`src/logic/mem_pipe_config.svh`:
```
`ifndef MEM_PIPE_CONFIG_SVH
`define MEM_PIPE_CONFIG_SVH

// Data and address width of the back end
`define MP_XLEN 32

// PC held by the mem stage after reset
`define MP_PC_INIT 32'h0000_0200

// Exception vector, one bit per cause
`define MP_EXC_W 4

// Bit positions inside the exception vector
`define MP_EXC_ILLEGAL     0
`define MP_EXC_LD_MISALIGN 1
`define MP_EXC_ST_MISALIGN 2
`define MP_EXC_BUS_ERR     3

`endif

```
`src/logic/pipe_state_pkg.sv`:
```
`include "mem_pipe_config.svh"

package pipe_state_pkg;

  ////////////////////////////////////////
  // Datapath
  ////////////////////////////////////////

  // Data and address word
  typedef logic [`MP_XLEN-1:0] word_t;

  ////////////////////////////////////////
  // Exceptions and traps
  ////////////////////////////////////////

  // One bit per cause, see MP_EXC_* positions
  typedef logic [`MP_EXC_W-1:0] exc_t;

  // Trap cause is the vector of the trapping instruction
  typedef logic [`MP_EXC_W-1:0] cause_t;

  ////////////////////////////////////////
  // Load/store unit
  ////////////////////////////////////////

  // Bus idle, or a classic cycle waiting for ack/err
  typedef enum logic {
    IDLE,
    ACCESS
  } lsu_state_e;

endpackage

```
`src/logic/riscv_insn_pkg.sv`:
```
package riscv_insn_pkg;

  ////////////////////////////////////////
  // Instruction word and fields
  ////////////////////////////////////////

  typedef logic [31:0] insn_t;
  typedef logic [6:0]  opcode_t;
  typedef logic [2:0]  funct3_t;
  typedef logic [4:0]  reg_idx_t;

  // Major opcodes of loads and stores
  localparam opcode_t OPC_LOAD  = 7'b0000011;
  localparam opcode_t OPC_STORE = 7'b0100011;

  // funct3 encodings, shared by loads and stores
  localparam funct3_t F3_B  = 3'b000;
  localparam funct3_t F3_H  = 3'b001;
  localparam funct3_t F3_W  = 3'b010;
  // Unsigned loads only
  localparam funct3_t F3_BU = 3'b100;
  localparam funct3_t F3_HU = 3'b101;

  ////////////////////////////////////////
  // Memory access size
  ////////////////////////////////////////

  // Same encoding as funct3[1:0]
  typedef enum logic [1:0] {
    SIZE_BYTE = 2'b00,
    SIZE_HALF = 2'b01,
    SIZE_WORD = 2'b10
  } mem_size_e;

endpackage

```
`src/logic/lsu_wb.sv`:
```
`timescale 1ns/100ps
`include "mem_pipe_config.svh"

module lsu_wb
  import riscv_insn_pkg::*;
  import pipe_state_pkg::*;
(
  input  logic                  clk_i,
  input  logic                  rst_ni,
  // Mem stage instruction
  input  insn_t                 insn_i,
  input  logic                  bubble_i,
  input  exc_t                  exc_i,
  input  word_t                 memadr_i,
  input  word_t                 wdata_i,
  // To pipeline
  output logic                  stall_o,
  output exc_t                  exc_o,
  output word_t                 rdata_o,
  // Wishbone classic master
  output logic                  wb_cyc_o,
  output logic                  wb_stb_o,
  output logic                  wb_we_o,
  output word_t                 wb_adr_o,
  output word_t                 wb_dat_o,
  output logic [`MP_XLEN/8-1:0] wb_sel_o,
  input  word_t                 wb_dat_i,
  input  logic                  wb_ack_i,
  input  logic                  wb_err_i
);

  // Bits only this unit raises
  localparam exc_t LSU_EXC = exc_t'((1 << `MP_EXC_LD_MISALIGN) |
                                    (1 << `MP_EXC_ST_MISALIGN) |
                                    (1 << `MP_EXC_BUS_ERR));

  opcode_t    opcode;
  funct3_t    funct3;
  mem_size_e  size;
  logic       is_load;
  logic       is_store;
  logic       misalign;
  logic       access;
  logic       req;
  logic       done;
  lsu_state_e state_q;
  lsu_state_e state_d;
  word_t      rdata_q;

  ////////////////////////////////////////
  // Decode and alignment
  ////////////////////////////////////////

  assign opcode = insn_i[6:0];
  assign funct3 = insn_i[14:12];

  // Unknown funct3 is left to the illegal check upstream
  always_comb begin
    is_load  = 1'b0;
    is_store = 1'b0;
    if (!bubble_i) begin
      if (opcode == OPC_LOAD) is_load = funct3 inside {F3_B, F3_H, F3_W, F3_BU, F3_HU};
      else if (opcode == OPC_STORE) is_store = funct3 inside {F3_B, F3_H, F3_W};
    end
  end

  always_comb begin
    case (funct3[1:0])
      2'b00:   size = SIZE_BYTE;
      2'b01:   size = SIZE_HALF;
      default: size = SIZE_WORD;
    endcase
  end

  always_comb begin
    case (size)
      SIZE_HALF: misalign = memadr_i[0];
      SIZE_WORD: misalign = |memadr_i[1:0];
      default:   misalign = 1'b0;
    endcase
  end

  assign access = (is_load | is_store) & ~misalign;

  // Independent of exc_i, so no path back through the mem stage
  always_comb begin
    exc_o = '0;
    exc_o[`MP_EXC_LD_MISALIGN] = is_load & misalign;
    exc_o[`MP_EXC_ST_MISALIGN] = is_store & misalign;
    exc_o[`MP_EXC_BUS_ERR]     = access & wb_err_i;
  end

  // Earlier exceptions suppress the bus cycle
  assign req = access & ~|(exc_i & ~LSU_EXC);

  ////////////////////////////////////////
  // Bus FSM
  ////////////////////////////////////////

  assign done = wb_ack_i | wb_err_i;

  always_comb begin
    state_d = state_q;
    case (state_q)
      IDLE:    if (req && !done) state_d = ACCESS;
      ACCESS:  if (done) state_d = IDLE;
      default: state_d = IDLE;
    endcase
  end

  always_ff @(posedge clk_i or negedge rst_ni) begin
    if (!rst_ni) state_q <= IDLE;
    else state_q <= state_d;
  end

  // Cycle opens in the first mem stage cycle, no extra latency
  assign wb_cyc_o = req | (state_q == ACCESS);
  assign wb_stb_o = wb_cyc_o;
  assign wb_we_o  = is_store;
  assign wb_adr_o = {memadr_i[`MP_XLEN-1:2], 2'b00};

  // Freeze the pipe until the slave answers
  assign stall_o = wb_cyc_o & ~done;

  // Store bytes replicated onto every lane, sel picks the live ones
  always_comb begin
    wb_sel_o = '1;
    wb_dat_o = wdata_i;
    case (size)
      SIZE_BYTE: begin
        wb_sel_o = 4'b0001 << memadr_i[1:0];
        wb_dat_o = {4{wdata_i[7:0]}};
      end
      SIZE_HALF: begin
        wb_sel_o = 4'b0011 << memadr_i[1:0];
        wb_dat_o = {2{wdata_i[15:0]}};
      end
      default: ;
    endcase
  end

  // Read data for writeback, used the cycle after the ack edge
  always_ff @(posedge clk_i) begin
    if (wb_cyc_o && wb_ack_i && !wb_we_o) rdata_q <= wb_dat_i;
  end

  assign rdata_o = rdata_q;

  a_stb_cyc: assert property (@(posedge clk_i) disable iff (!rst_ni)
    wb_stb_o |-> wb_cyc_o);

  // Open cycle keeps its request until ack/err
  a_cyc_hold: assert property (@(posedge clk_i) disable iff (!rst_ni)
    wb_cyc_o && !done |=> wb_cyc_o && $stable(wb_adr_o) && $stable(wb_we_o));

endmodule

```
`src/logic/mem_pipe_top.sv`:
```
`timescale 1ns/100ps
`include "mem_pipe_config.svh"

module mem_pipe_top
  import riscv_insn_pkg::*;
  import pipe_state_pkg::*;
#(
  parameter word_t PC_INIT = `MP_PC_INIT
) (
  input  logic                  clk_i,
  input  logic                  rst_ni,
  // Execute side
  input  word_t                 ex_pc_i,
  input  insn_t                 ex_insn_i,
  input  logic                  ex_bubble_i,
  input  word_t                 ex_r_i,
  input  word_t                 ex_memadr_i,
  input  word_t                 ex_wdata_i,
  input  exc_t                  ex_exc_i,
  output logic                  ex_stall_o,
  // Wishbone classic
  output logic                  wb_cyc_o,
  output logic                  wb_stb_o,
  output logic                  wb_we_o,
  output word_t                 wb_adr_o,
  output word_t                 wb_dat_o,
  output logic [`MP_XLEN/8-1:0] wb_sel_o,
  input  word_t                 wb_dat_i,
  input  logic                  wb_ack_i,
  input  logic                  wb_err_i,
  // Register file write port
  output logic                  rf_we_o,
  output reg_idx_t              rf_waddr_o,
  output word_t                 rf_wdata_o,
  // Trap
  input  logic                  trap_clr_i,
  output logic                  trap_pending_o,
  output cause_t                trap_cause_o,
  output word_t                 trap_pc_o
);

  word_t mem_pc;
  insn_t mem_insn;
  logic  mem_bubble;
  word_t mem_r;
  word_t mem_memadr;
  word_t mem_wdata;
  exc_t  mem_exc_dn;
  logic  lsu_stall;
  exc_t  lsu_exc;
  word_t lsu_rdata;
  logic  wb_bubble;
  exc_t  wb_exc;
  word_t wb_pc;
  exc_t  trap_flush;

  assign ex_stall_o = lsu_stall;

  // Stalled access reaches writeback only on its ack edge
  assign wb_bubble = mem_bubble | lsu_stall;

  ////////////////////////////////////////
  // Stages
  ////////////////////////////////////////

  mem_stage #(
    .PC_INIT (PC_INIT)
  ) i_mem_stage (
    .clk_i     (clk_i),
    .rst_ni    (rst_ni),
    .stall_i   (lsu_stall),
    .pc_i      (ex_pc_i),
    .insn_i    (ex_insn_i),
    .bubble_i  (ex_bubble_i),
    .r_i       (ex_r_i),
    .memadr_i  (ex_memadr_i),
    .wdata_i   (ex_wdata_i),
    .exc_dn_i  (ex_exc_i),
    .lsu_exc_i (lsu_exc),
    .exc_up_i  (trap_flush),
    .pc_o      (mem_pc),
    .insn_o    (mem_insn),
    .bubble_o  (mem_bubble),
    .r_o       (mem_r),
    .memadr_o  (mem_memadr),
    .wdata_o   (mem_wdata),
    .exc_dn_o  (mem_exc_dn),
    // No older stage in this design
    .exc_up_o  ()
  );

  lsu_wb i_lsu_wb (
    .clk_i    (clk_i),
    .rst_ni   (rst_ni),
    .insn_i   (mem_insn),
    .bubble_i (mem_bubble),
    .exc_i    (mem_exc_dn),
    .memadr_i (mem_memadr),
    .wdata_i  (mem_wdata),
    .stall_o  (lsu_stall),
    .exc_o    (lsu_exc),
    .rdata_o  (lsu_rdata),
    .wb_cyc_o (wb_cyc_o),
    .wb_stb_o (wb_stb_o),
    .wb_we_o  (wb_we_o),
    .wb_adr_o (wb_adr_o),
    .wb_dat_o (wb_dat_o),
    .wb_sel_o (wb_sel_o),
    .wb_dat_i (wb_dat_i),
    .wb_ack_i (wb_ack_i),
    .wb_err_i (wb_err_i)
  );

  wb_stage i_wb_stage (
    .clk_i      (clk_i),
    .rst_ni     (rst_ni),
    .pc_i       (mem_pc),
    .insn_i     (mem_insn),
    .bubble_i   (wb_bubble),
    .r_i        (mem_r),
    .memadr_i   (mem_memadr),
    .exc_i      (mem_exc_dn),
    .rdata_i    (lsu_rdata),
    .rf_we_o    (rf_we_o),
    .rf_waddr_o (rf_waddr_o),
    .rf_wdata_o (rf_wdata_o),
    .exc_o      (wb_exc),
    .pc_o       (wb_pc)
  );

  trap_regs i_trap_regs (
    .clk_i     (clk_i),
    .rst_ni    (rst_ni),
    .exc_i     (wb_exc),
    .pc_i      (wb_pc),
    .clr_i     (trap_clr_i),
    .pending_o (trap_pending_o),
    .cause_o   (trap_cause_o),
    .tpc_o     (trap_pc_o),
    .flush_o   (trap_flush)
  );

endmodule

```
`src/logic/mem_stage.sv`:
```
`timescale 1ns/100ps
`include "mem_pipe_config.svh"

module mem_stage
  import riscv_insn_pkg::*;
  import pipe_state_pkg::*;
#(
  parameter word_t PC_INIT = `MP_PC_INIT
) (
  input  logic  clk_i,
  input  logic  rst_ni,
  // Freeze from the load/store unit
  input  logic  stall_i,
  // From execute
  input  word_t pc_i,
  input  insn_t insn_i,
  input  logic  bubble_i,
  input  word_t r_i,
  input  word_t memadr_i,
  input  word_t wdata_i,
  input  exc_t  exc_dn_i,
  // New bits raised by the load/store unit
  input  exc_t  lsu_exc_i,
  // Exceptions from younger stages
  input  exc_t  exc_up_i,
  // To load/store unit and writeback
  output word_t pc_o,
  output insn_t insn_o,
  output logic  bubble_o,
  output word_t r_o,
  output word_t memadr_o,
  output word_t wdata_o,
  output exc_t  exc_dn_o,
  output exc_t  exc_up_o
);

  logic bubble_q;
  exc_t exc_q;

  ////////////////////////////////////////
  // Exception tracking
  ////////////////////////////////////////

  // Down vector carries the lsu bits to writeback
  assign exc_dn_o = exc_q | lsu_exc_i;
  // Up vector flushes everything older than the trapping instruction
  assign exc_up_o = exc_dn_o | exc_up_i;

  always_ff @(posedge clk_i or negedge rst_ni) begin
    if (!rst_ni) exc_q <= '0;
    else if (|exc_up_o) exc_q <= '0;
    // Bubbles never carry an exception
    else if (!stall_i) exc_q <= bubble_i ? '0 : exc_dn_i;
  end

  ////////////////////////////////////////
  // Stage register
  ////////////////////////////////////////

  always_ff @(posedge clk_i or negedge rst_ni) begin
    if (!rst_ni) pc_o <= PC_INIT;
    else if (!stall_i) pc_o <= pc_i;
  end

  // Any exception on its way up kills the instruction entering here
  always_ff @(posedge clk_i or negedge rst_ni) begin
    if (!rst_ni) bubble_q <= 1'b1;
    else if (|exc_up_o) bubble_q <= 1'b1;
    else if (!stall_i) bubble_q <= bubble_i;
  end

  assign bubble_o = bubble_q;

  // Payload
  always_ff @(posedge clk_i) begin
    if (!stall_i) begin
      insn_o   <= insn_i;
      r_o      <= r_i;
      memadr_o <= memadr_i;
      wdata_o  <= wdata_i;
    end
  end

  // Instruction held in place for the whole bus access
  a_stall_hold: assert property (@(posedge clk_i) disable iff (!rst_ni)
    stall_i |=> $stable(pc_o) && $stable(insn_o) && $stable(memadr_o));

endmodule

```
`src/logic/trap_regs.sv`:
```
`timescale 1ns/100ps
`include "mem_pipe_config.svh"

module trap_regs
  import pipe_state_pkg::*;
(
  input  logic   clk_i,
  input  logic   rst_ni,
  // Exception and PC leaving writeback
  input  exc_t   exc_i,
  input  word_t  pc_i,
  // Software side acknowledge
  input  logic   clr_i,
  output logic   pending_o,
  output cause_t cause_o,
  output word_t  tpc_o,
  // Up exception into the mem stage
  output exc_t   flush_o
);

  logic   pending_q;
  cause_t cause_q;
  word_t  tpc_q;
  logic   take;

  ////////////////////////////////////////
  // Capture
  ////////////////////////////////////////

  // Only the first trap counts, later ones wait for the clear
  assign take = ~pending_q & |exc_i;

  always_ff @(posedge clk_i or negedge rst_ni) begin
    if (!rst_ni) pending_q <= 1'b0;
    else if (pending_q) begin
      if (clr_i) pending_q <= 1'b0;
    end
    else if (take) pending_q <= 1'b1;
  end

  always_ff @(posedge clk_i or negedge rst_ni) begin
    if (!rst_ni) begin
      cause_q <= '0;
      tpc_q   <= '0;
    end else if (take) begin
      cause_q <= cause_t'(exc_i);
      tpc_q   <= pc_i;
    end
  end

  assign pending_o = pending_q;
  assign cause_o   = cause_q;
  assign tpc_o     = tpc_q;

  ////////////////////////////////////////
  // Flush
  ////////////////////////////////////////

  // Writeback's own exception flushes too, covering the cycle
  // before pending rises
  assign flush_o = exc_i | (pending_q ? exc_t'(cause_q) : '0);

  a_cause_valid: assert property (@(posedge clk_i) disable iff (!rst_ni)
    pending_o |-> cause_o != '0);

endmodule

```
`src/logic/wb_stage.sv`:
```
`timescale 1ns/100ps
`include "mem_pipe_config.svh"

module wb_stage
  import riscv_insn_pkg::*;
  import pipe_state_pkg::*;
(
  input  logic     clk_i,
  input  logic     rst_ni,
  // From mem stage
  input  word_t    pc_i,
  input  insn_t    insn_i,
  input  logic     bubble_i,
  input  word_t    r_i,
  input  word_t    memadr_i,
  input  exc_t     exc_i,
  // Latched load data from the load/store unit
  input  word_t    rdata_i,
  // Register file write port
  output logic     rf_we_o,
  output reg_idx_t rf_waddr_o,
  output word_t    rf_wdata_o,
  // To trap registers
  output exc_t     exc_o,
  output word_t    pc_o
);

  word_t   pc_q;
  insn_t   insn_q;
  logic    bubble_q;
  word_t   r_q;
  word_t   memadr_q;
  exc_t    exc_q;
  opcode_t opcode;
  funct3_t funct3;
  word_t   ld_shift;
  word_t   ld_data;

  ////////////////////////////////////////
  // Stage register
  ////////////////////////////////////////

  always_ff @(posedge clk_i or negedge rst_ni) begin
    if (!rst_ni) begin
      bubble_q <= 1'b1;
      exc_q    <= '0;
    end else begin
      bubble_q <= bubble_i;
      exc_q    <= exc_i;
    end
  end

  always_ff @(posedge clk_i) begin
    pc_q     <= pc_i;
    insn_q   <= insn_i;
    r_q      <= r_i;
    memadr_q <= memadr_i;
  end

  ////////////////////////////////////////
  // Load alignment
  ////////////////////////////////////////

  assign opcode = insn_q[6:0];
  assign funct3 = insn_q[14:12];

  // Addressed byte or half moved down to bit 0
  assign ld_shift = rdata_i >> {memadr_q[1:0], 3'b000};

  always_comb begin
    case (funct3)
      F3_B:    ld_data = {{(`MP_XLEN-8){ld_shift[7]}}, ld_shift[7:0]};
      F3_H:    ld_data = {{(`MP_XLEN-16){ld_shift[15]}}, ld_shift[15:0]};
      F3_BU:   ld_data = {{(`MP_XLEN-8){1'b0}}, ld_shift[7:0]};
      F3_HU:   ld_data = {{(`MP_XLEN-16){1'b0}}, ld_shift[15:0]};
      default: ld_data = rdata_i;
    endcase
  end

  ////////////////////////////////////////
  // Register file write
  ////////////////////////////////////////

  assign rf_waddr_o = insn_q[11:7];
  assign rf_wdata_o = (opcode == OPC_LOAD) ? ld_data : r_q;

  // No write for bubbles, traps, stores or x0
  assign rf_we_o = ~bubble_q & ~|exc_q & (opcode != OPC_STORE) & (rf_waddr_o != '0);

  assign exc_o = bubble_q ? '0 : exc_q;
  assign pc_o  = pc_q;

endmodule

```
`config.mk`:
```
export PLATFORM = sky130hd
export DESIGN_NAME = mem_pipe_top
export DESIGN_NICKNAME = d
export VERILOG_FILES = /design/src/logic/pipe_state_pkg.sv /design/src/logic/riscv_insn_pkg.sv /design/src/logic/lsu_wb.sv /design/src/logic/mem_pipe_top.sv /design/src/logic/mem_stage.sv /design/src/logic/trap_regs.sv /design/src/logic/wb_stage.sv
export VERILOG_INCLUDE_DIRS = /design/src /design/src/logic
export SDC_FILE = /design/constraint.sdc
export NUM_CORES = 1
export LEC_CHECK = 0
export BUFFER_PORTS_ARGS = -buffer_cell sky130_fd_sc_hd__buf_2
export CORE_MARGIN = 4
export CORE_UTILIZATION = 35
export DETAILED_ROUTE_END_ITERATION = 8
export SKIP_CTS_REPAIR_TIMING = 1
export SYNTH_ARGS = -nofsm -noshare
export SYNTH_HDL_FRONTEND = slang
export SYNTH_SLANG_ARGS = --single-unit
```
`constraint.sdc`:
```
create_clock -name clk_i -period 4 [get_ports clk_i]
set_input_delay 0.4 -clock clk_i [delete_from_list [all_inputs] [get_ports clk_i]]
set_output_delay 0.4 -clock clk_i [all_outputs]
set_load 0.01 [all_outputs]
```
==> results of run 1 <==
-- state kept, by name (all words and copies together) (netlist names) --
register	count
i_mem_stage.exc_q	4
i_wb_stage.pc_o	32
i_wb_stage.memadr_q	2
i_lsu_wb.state_q	1
i_trap_regs.tpc_o	32
i_mem_stage.memadr_o	32
i_mem_stage.pc_o	32
i_wb_stage.insn_q	15
i_wb_stage.bubble_q	1
i_mem_stage.insn_o	15
i_trap_regs.pending_o	1
i_wb_stage.r_q	32
i_lsu_wb.rdata_o	32
i_wb_stage.exc_q	4
i_trap_regs.cause_o	4
i_mem_stage.r_o	32
i_mem_stage.wdata_o	32
i_mem_stage.bubble_o	1
-- layout by cell type, fill, tap and decap left out, types with 7 or more instances in the layout --
master,instances
buf_2,328
edfxtp_1,143
dfxtp_1,81
dfrtp_1,77
mux2_2,60
nand2_1,45
clkbuf_16,37
nor2_1,31
a21oi_1,28
o21ai_0,25
mux2_4,25
mux2i_1,18
buf_4,11
o22a_1,9
a22o_1,7
o22ai_1,7
inv_1,7
clkbuf_8,7
-- metrics by stage --
step                      setup WS (ps)  std cells  hold slack, ps
after floorplan                     259        692             104
after global placement             1310       1355             323
after detailed placement           1260       1355             327
after CTS                           712       1416            38.6
after global routing                569       1419            37.7
final                               759       1420            57.1
-- worst max-delay path: stages, from the launching register on --
cell and delay [ps]:
dfxtp_1 740, mux2i_1 300, mux2_2 250, mux2i_1 100, a21oi_2 600, a21oi_1 160
buf_2 190
-- power groups by stage --
stage,sequential (µW),combinational [µW],clock (µW)
2_1_floorplan,3910,547,0
3_3_place_gp,3840,1090,0
3_5_place_dp,3850,1100,0
4_1_cts,3790,1100,3280
5_1_grt,3830,1170,3400
6_report,3790,1070,3180
-- path summary, 6_finish.rpt --
kind,start,slack [ps],end
hold reg to reg,i_mem_stage.r_o[0],340,i_wb_stage.r_q[0]
setup / recovery,i_wb_stage.memadr_q[1],760,rf_wdata_o[21]
setup reg to reg,i_mem_stage.memadr_o[1],1360,i_mem_stage.memadr_o[7]
min in group clk_i,ex_wdata_i[21],60,i_mem_stage.wdata_o[21]
max in group asynchronous,rst_ni,3240,i_mem_stage.pc_o[11]
hold / removal,rst_ni,60,i_trap_regs.tpc_o[25]
-- cells by family (layout without fill, tap and decap cells) --
| group | Yosys count | in the layout | synth area share |
|---|---|---|---|
| buf+inv | 80 | 408 | 0.0497 |
| compound gates | 94 | 94 | 0.0576 |
| flops | 304 | 304 | 0.730 |
| simple gates | 109 | 109 | 0.0492 |
| other cells | 1 | 6 | 0.000345 |
| mux | 103 | 103 | 0.113 |
-- layer usage --
layer  global-route usage  vias up  wire (µm)
met2                0.257      221      13400
li1                     -     3058          -
met1                0.177     3111      10200
met5                    0        -         49
met3               0.0470       59       2000
met4               0.0491        8        678
-- layout make-up --
cell class	instances	share of cell area
flip-flops and latches	304	0.576
multi-input cells	308	0.175
repair buffers	339	0.125
clock buffers	50	0.0762
well taps	396	0.0360
clock inverters	11	0.00828
inverters	8	0.00237
diodes	4	0.000728
==> metrics.md, run 1 <==
| Metric | Value |
|---|---|
| Insertion delay of the later-clocked pin in the worst-skew pair | 510 ps |
| Area share of the leading cell type in the synthesized netlist | 0.396 |
| Netlist Area Pre-Place | 10900 µm² |
| Outcome | complete, no violations |
| Setup crit start kind | register |
| Total of endpoints with negative setup slack in the final report | 0 |
| Area occupied by registers | 7920 µm² |
| Number of primary I/O pins | 349 |
| Most frequent cell after synthesis | edfxtp_1 |
| Data arrival time of the critical path | 2840 ps |
| Switching power total | 1920 µW |
| Sort of element at the end of the critical path | output pin |
| Type of the worst setup path | register to output pin |
| Switching power share of the total | 0.239 |
| Pin count of the biggest net entering global routing | 81 |
| Height of the die | 184 µm |
| Clk network pwr share | 0.396 |
| Fraction of the yosys area taken by sequential cells | 0.730 |
| Post-synth EDFFs | 143 |
| Tot GR Track Use | 0.149 |
| Most numerous cell types in the synthesized netlist | edfxtp_1, dfxtp_1, dfrtp_1, mux2_2, buf_4 |
| CTS tree | done |
| Placeable core region | 30600 µm² |
| CTS Sinks | 304 |
| WL per Instance | 18.6 µm |
| Net count reported at finish | 1197 |
| Fillers | 2818 |
| Avg Synthesized Cell Area | 15.7 µm² |
| Most common flop cell mapped by yosys | edfxtp_1 |
| Total number of placement rows | 64 |
| DRC violations left | 0 |
| End-of-flow core utilization | 0.450 |
| Total half-perimeter wirelength after legalization and detailed placement | 18.9 mm |
| Post-Place Cell Area | 12600 µm² |
| Post-route design area | 13800 µm² |
| Gpl congestion | 0.790 |
| Gate power share | 0.133 |
| Routed Antenna Nets | 0 |
| Horizontal die dimension | 184 µm |
| Worst supply voltage drop on vdd | 0.328 mV |
| Worst slew pin tran | 1040 ps |
| Layout-stage area growth over the synthesis result | 26.7% |
| Total routed wirelength | 26.4 mm |
| Initial Utilization | 0.355 |
| Number of detailed-routing iterations run before antenna repair | 4 |
| Initial antenna violation count | 9 |
| Avg Vias per Cell | 4.55 |
| Cell type contributing the most total cell area after synthesis | edfxtp_1 |
| Sum Neg Setup Slack | 0 ps |
| Clock buffer count from CTS | 34 |
| Total of warnings raised by yosys | 0 |
| Synthesized flop and latch total | 304 |
| Worst clock skew | 16.9 ps |
| Wire length of the first global-routing pass | 38.8 mm |
| Number of unique standard cell types used by synthesis | 51 |
| Critical path required time | 3600 ps |
| Fraction of final layout cells with drive strength greater than 1 | 0.487 |
| Top cells by area in the synthesized netlist | edfxtp_1, dfrtp_1, dfxtp_1 |
| Worst relative slew slack | 0.306 |
| Area of the die | 33900 µm² |
| RSZ-0062 raised after global routing | no |
| Max Cap Violations | 0 |
| Part of the total power dissipated in sequential elements | 0.471 |
| Number of max-slew violations in the final report | 0 |
| Worst reg-to-reg path cell count | 5 |
| Period Utilization, post-route | 0.810 |
| Count of input and output buffers | 329 |
| Detailed-route via count | 6457 |
| Fmax | 0.309 GHz |
| Clock period minus worst slack | 3240 ps |
| Class of the tightest hold or removal check | input port to async pin |
| H-Tree Depth | 2 |
| Root buffer cell | clkbuf_16 |
| Hold Fails Final Rpt | 0 |
| Clock-pin slew reported for the worst setup and hold paths after clock tree synthesis | 60 ps |
| Area used by multi-input combinational logic | 2410 µm² |
| Share of async-settable or async-resettable flops after synthesis | 0.263 |
| Power Total | 8040 µW |
| Internal | 6120 µW |
| Violation count after the first detailed-route iteration | 311 |
| Longest Clk Path Bufs | 3 |
| Leakage | 0.00601 µW |
| Remaining Overflow, GRT | 0 |
| Instance count of the mapped netlist | 691 |
| Via count of the first global-routing pass | 6648 |
| Highest fanout seen on the critical path | 16 |
| Areal power density over the cells | 585 nW/µm² |
No activity file was read; power rests on OpenSTA's default activity.
==> run 2, diff against run 1 <==
--- a/config.mk
+++ b/config.mk
@@ -6,6 +6,7 @@
 export SDC_FILE = /design/constraint.sdc
 export NUM_CORES = 1
 export LEC_CHECK = 0
+export ABC_AREA = 1
 export BUFFER_PORTS_ARGS = -buffer_cell sky130_fd_sc_hd__buf_2
 export CORE_MARGIN = 4
 export CORE_UTILIZATION = 35
==> constraint.sdc (replaced) <==
create_clock -name clk_i -period 3.3 [get_ports clk_i]
set_input_delay 0.33 -clock clk_i [delete_from_list [all_inputs] [get_ports clk_i]]
set_output_delay 0.33 -clock clk_i [all_outputs]
set_load 0.01 [all_outputs]
==> metrics.md, run 2 <==
| Metric | Value |
|---|---|
| Outcome | complete, no violations |
| Initial Utilization | 0.356 (+0.000909) |
| Class of the tightest hold or removal check | input port to async pin |
| Area used by multi-input combinational logic | 2220 µm² (-7.6%) |
| Post-route design area | 15200 µm² (+10%) |
| Total of warnings raised by yosys | 0 (unchanged) |
| Total number of placement rows | 64 (unchanged) |
| Area of the die | 34100 µm² (+0.50%) |
| Data arrival time of the critical path | 2720 ps (-120 ps) |
| Initial antenna violation count | 1 (-8) |
| Gpl congestion | 0.836 (+5.8%) |
| Insertion delay of the later-clocked pin in the worst-skew pair | 510 ps (about the same) |
| Fillers | 2743 (-2.7%) |
| CTS Sinks | 304 (unchanged) |
| Tot GR Track Use | 0.155 (+0.00640) |
| Most used cells in the layout excluding fill and tap cells | buf_2, nand2_1, edfxtp_1, dlygate4sd3_1, dfxtp_1 |
| Most numerous cell types in the synthesized netlist | nand2_1, edfxtp_1, dfxtp_1, dfrtp_1, inv_1 |
| Longest Clk Path Bufs | 3 (unchanged) |
| Count of input and output buffers | 329 (unchanged) |
| Fmax | 0.328 GHz |
| Most common flop cell mapped by yosys | edfxtp_1 |
| Area share of the leading cell type in the synthesized netlist | 0.394 (-0.00204) |
| Worst Slack Setup Final | 252 ps (-506 ps) |
| Synthesized flop and latch total | 304 (unchanged) |
| Instance count of the mapped netlist | 899 (+30%) |
| Number of primary I/O pins | 349 (unchanged) |
| Most frequent standard cell in the layout excluding fill and tap cells | buf_2 |
| Clock-pin slew reported for the worst setup and hold paths after clock tree synthesis | 60 ps (about the same) |
| Top cells by area in the synthesized netlist | edfxtp_1, dfrtp_1, dfxtp_1 |
| Power Total | 9570 µW (+19%) |
| Leakage | 0.00704 µW (+17%) |
| Clock period minus worst slack | 3050 ps |
| Worst clock skew | 19.1 ps (+2.18 ps) |
| Layout-stage area growth over the synthesis result | 39.2% |
| Fraction of final layout cells with drive strength greater than 1 | 0.319 (-0.168) |
| Violation count after the first detailed-route iteration | 409 (+32%) |
| Sum Neg Setup Slack | 0 ps (unchanged) |
| Worst relative slew slack | 0.327 (+0.0218) |
| Period Utilization, post-route | 0.924 |
| Placeable core region | 30700 µm² (+0.26%) |
| Number of detailed-routing iterations run before antenna repair | 4 (unchanged) |
| Avg Synthesized Cell Area | 12.1 µm² (-23%) |
| Critical path required time | 2970 ps (-630 ps) |
| Worst reg-to-reg path cell count | 9 (+4) |
| Horizontal die dimension | 185 µm (+0.25%) |
| Worst slew pin tran | 1010 ps (-32.7 ps) |
| Avg Vias per Cell | 4.52 (-0.58%) |
| Flop2flop setup slack | 930 ps (-430 ps) |
| Post-synth EDFFs | 143 (unchanged) |
| Number of unique standard cell types used by synthesis | 30 (-41%) |
| Share of async-settable or async-resettable flops after synthesis | 0.263 (unchanged) |
| DRC violations left | 0 (unchanged) |
| Highest fanout seen on the critical path | 16 (unchanged) |
| Areal power density over the cells | 630 nW/µm² (+7.8%) |
| H-Tree Depth | 2 (unchanged) |
| Area occupied by registers | 7920 µm² (unchanged) |
| Detailed-route via count | 7975 (+24%) |
| Root buffer cell | clkbuf_16 |
| Hold Fails Final Rpt | 0 (unchanged) |
| CTS tree | done |
| Worst supply voltage drop on vdd | 0.437 mV (+33%) |
| Place WS | 680 ps (-583 ps) |
| Setup crit start kind | register |
| Pin count of the biggest net entering global routing | 81 (unchanged) |
| Wire length of the first global-routing pass | 41.5 mm (+6.8%) |
| Fraction of the yosys area taken by sequential cells | 0.726 (-0.00377) |
| Max Cap Violations | 0 (unchanged) |
| Total of endpoints with negative setup slack in the final report | 0 (unchanged) |
| Most frequent cell after synthesis | nand2_1 |
| Routed Antenna Nets | 0 (unchanged) |
| Post-Route Hold Slack | 16.8 ps (-40.3 ps) |
| Via count of the first global-routing pass | 7691 (+16%) |
| Number of max-slew violations in the final report | 0 (unchanged) |
| Netlist Area Pre-Place | 10900 µm² (+0.52%) |
| Clock buffer count from CTS | 34 (unchanged) |
| Type of the worst setup path | register to output pin |
| Net count reported at finish | 1544 (+29%) |
| Height of the die | 185 µm (+0.25%) |
| Total half-perimeter wirelength after legalization and detailed placement | 19.3 mm (+2.1%) |
| Cell type contributing the most total cell area after synthesis | edfxtp_1 |
| Sort of element at the end of the critical path | output pin |
| Remaining Overflow, GRT | 0 (unchanged) |
| Total routed wirelength | 28.5 mm (+8.2%) |
| WL per Instance | 16.2 µm (-13%) |
| Post-Place Cell Area | 12700 µm² (+1.1%) |
==> run 2: cell count changes after synthesis, sizes merged, moves of 9 or more <==
cell | before | now
o22ai | 7 | 23
inv | 8 | 70
nand3 | 2 | 26
nand2 | 45 | 225
o21ai | 28 | 47
mux2i | 18 | 0
o22a | 9 | 0
mux2 | 85 | 36
==> run 2: cell type report <==
type                            count  share of cell area
Tap cell                          396              0.0326
Clock inverter                     15             0.00947
Multi-Input combinational cell    447               0.146
Clock buffer                       46              0.0610
Sequential cell                   304               0.521
Timing Repair Buffer              483               0.211
Inverter                           72              0.0181
Antenna cell                        1            0.000165
==> run 2: metal layers <==
metal / GRT usage / wire [µm] / vias to the layer above
met1: 0.185 / 11200 / 3734
met5: 0 / 0 / -
met2: 0.262 / 14100 / 320
met4: 0.0541 / 800 / 0
met3: 0.0535 / 2400 / 60
li1: - / - / 3861
==> run 2: logic make-up (layout without fill, tap and decap cells) <==
group / count (synthesis) / in the layout / share of synthesized area
AOI/OAI and AO/OA: 108 / 108 / 0.0556
muxes: 36 / 36 / 0.0372
DFF: 304 / 304 / 0.726
and+or+nand+nor: 301 / 301 / 0.110
other: 1 / 3 / 0.000344
buffers and inverters: 149 / 616 / 0.0709
==> run 2: report_power, final <==
| part | switching [µW] | internal [µW] |
|---|---|---|
| combinational | 704 | 729 |
| sequential | 179 | 4370 |
| clock | 1450 | 2140 |
| total | 2340 | 7240 |
==> run 2: worst max-delay path, cell delays in order, from the launching register on <==
cell and delay, ps:
dfxtp_1 520, clkinv_1 380, nand2_1 370, o21ai_0 170, nand2_1 100, nand2_2 220
o22ai_1 240, inv_1 60, buf_2 140
==> run 2: per-stage QoR <==
stage,util,instances
after floorplan,-,900
after global placement,0.415,1563
after detailed placement,0.415,1563
after CTS,0.450,1624
after global routing,0.495,1764
final,0.495,1764
==> run 2: worst paths after layout <==
| check | endpoint | startpoint |
|---|---|---|
| max | rf_wdata_o[31] | i_wb_stage.memadr_q[0] |
| min | i_mem_stage.pc_o[1] | rst_ni |
| max reg2reg | i_lsu_wb.rdata_o[27] | i_mem_stage.insn_o[12] |
| min reg2reg | i_wb_stage.r_q[23] | i_mem_stage.r_o[23] |
| max in group asynchronous | i_trap_regs.tpc_o[25] | rst_ni |
| min in group clk_i | i_trap_regs.pending_o | trap_clr_i |
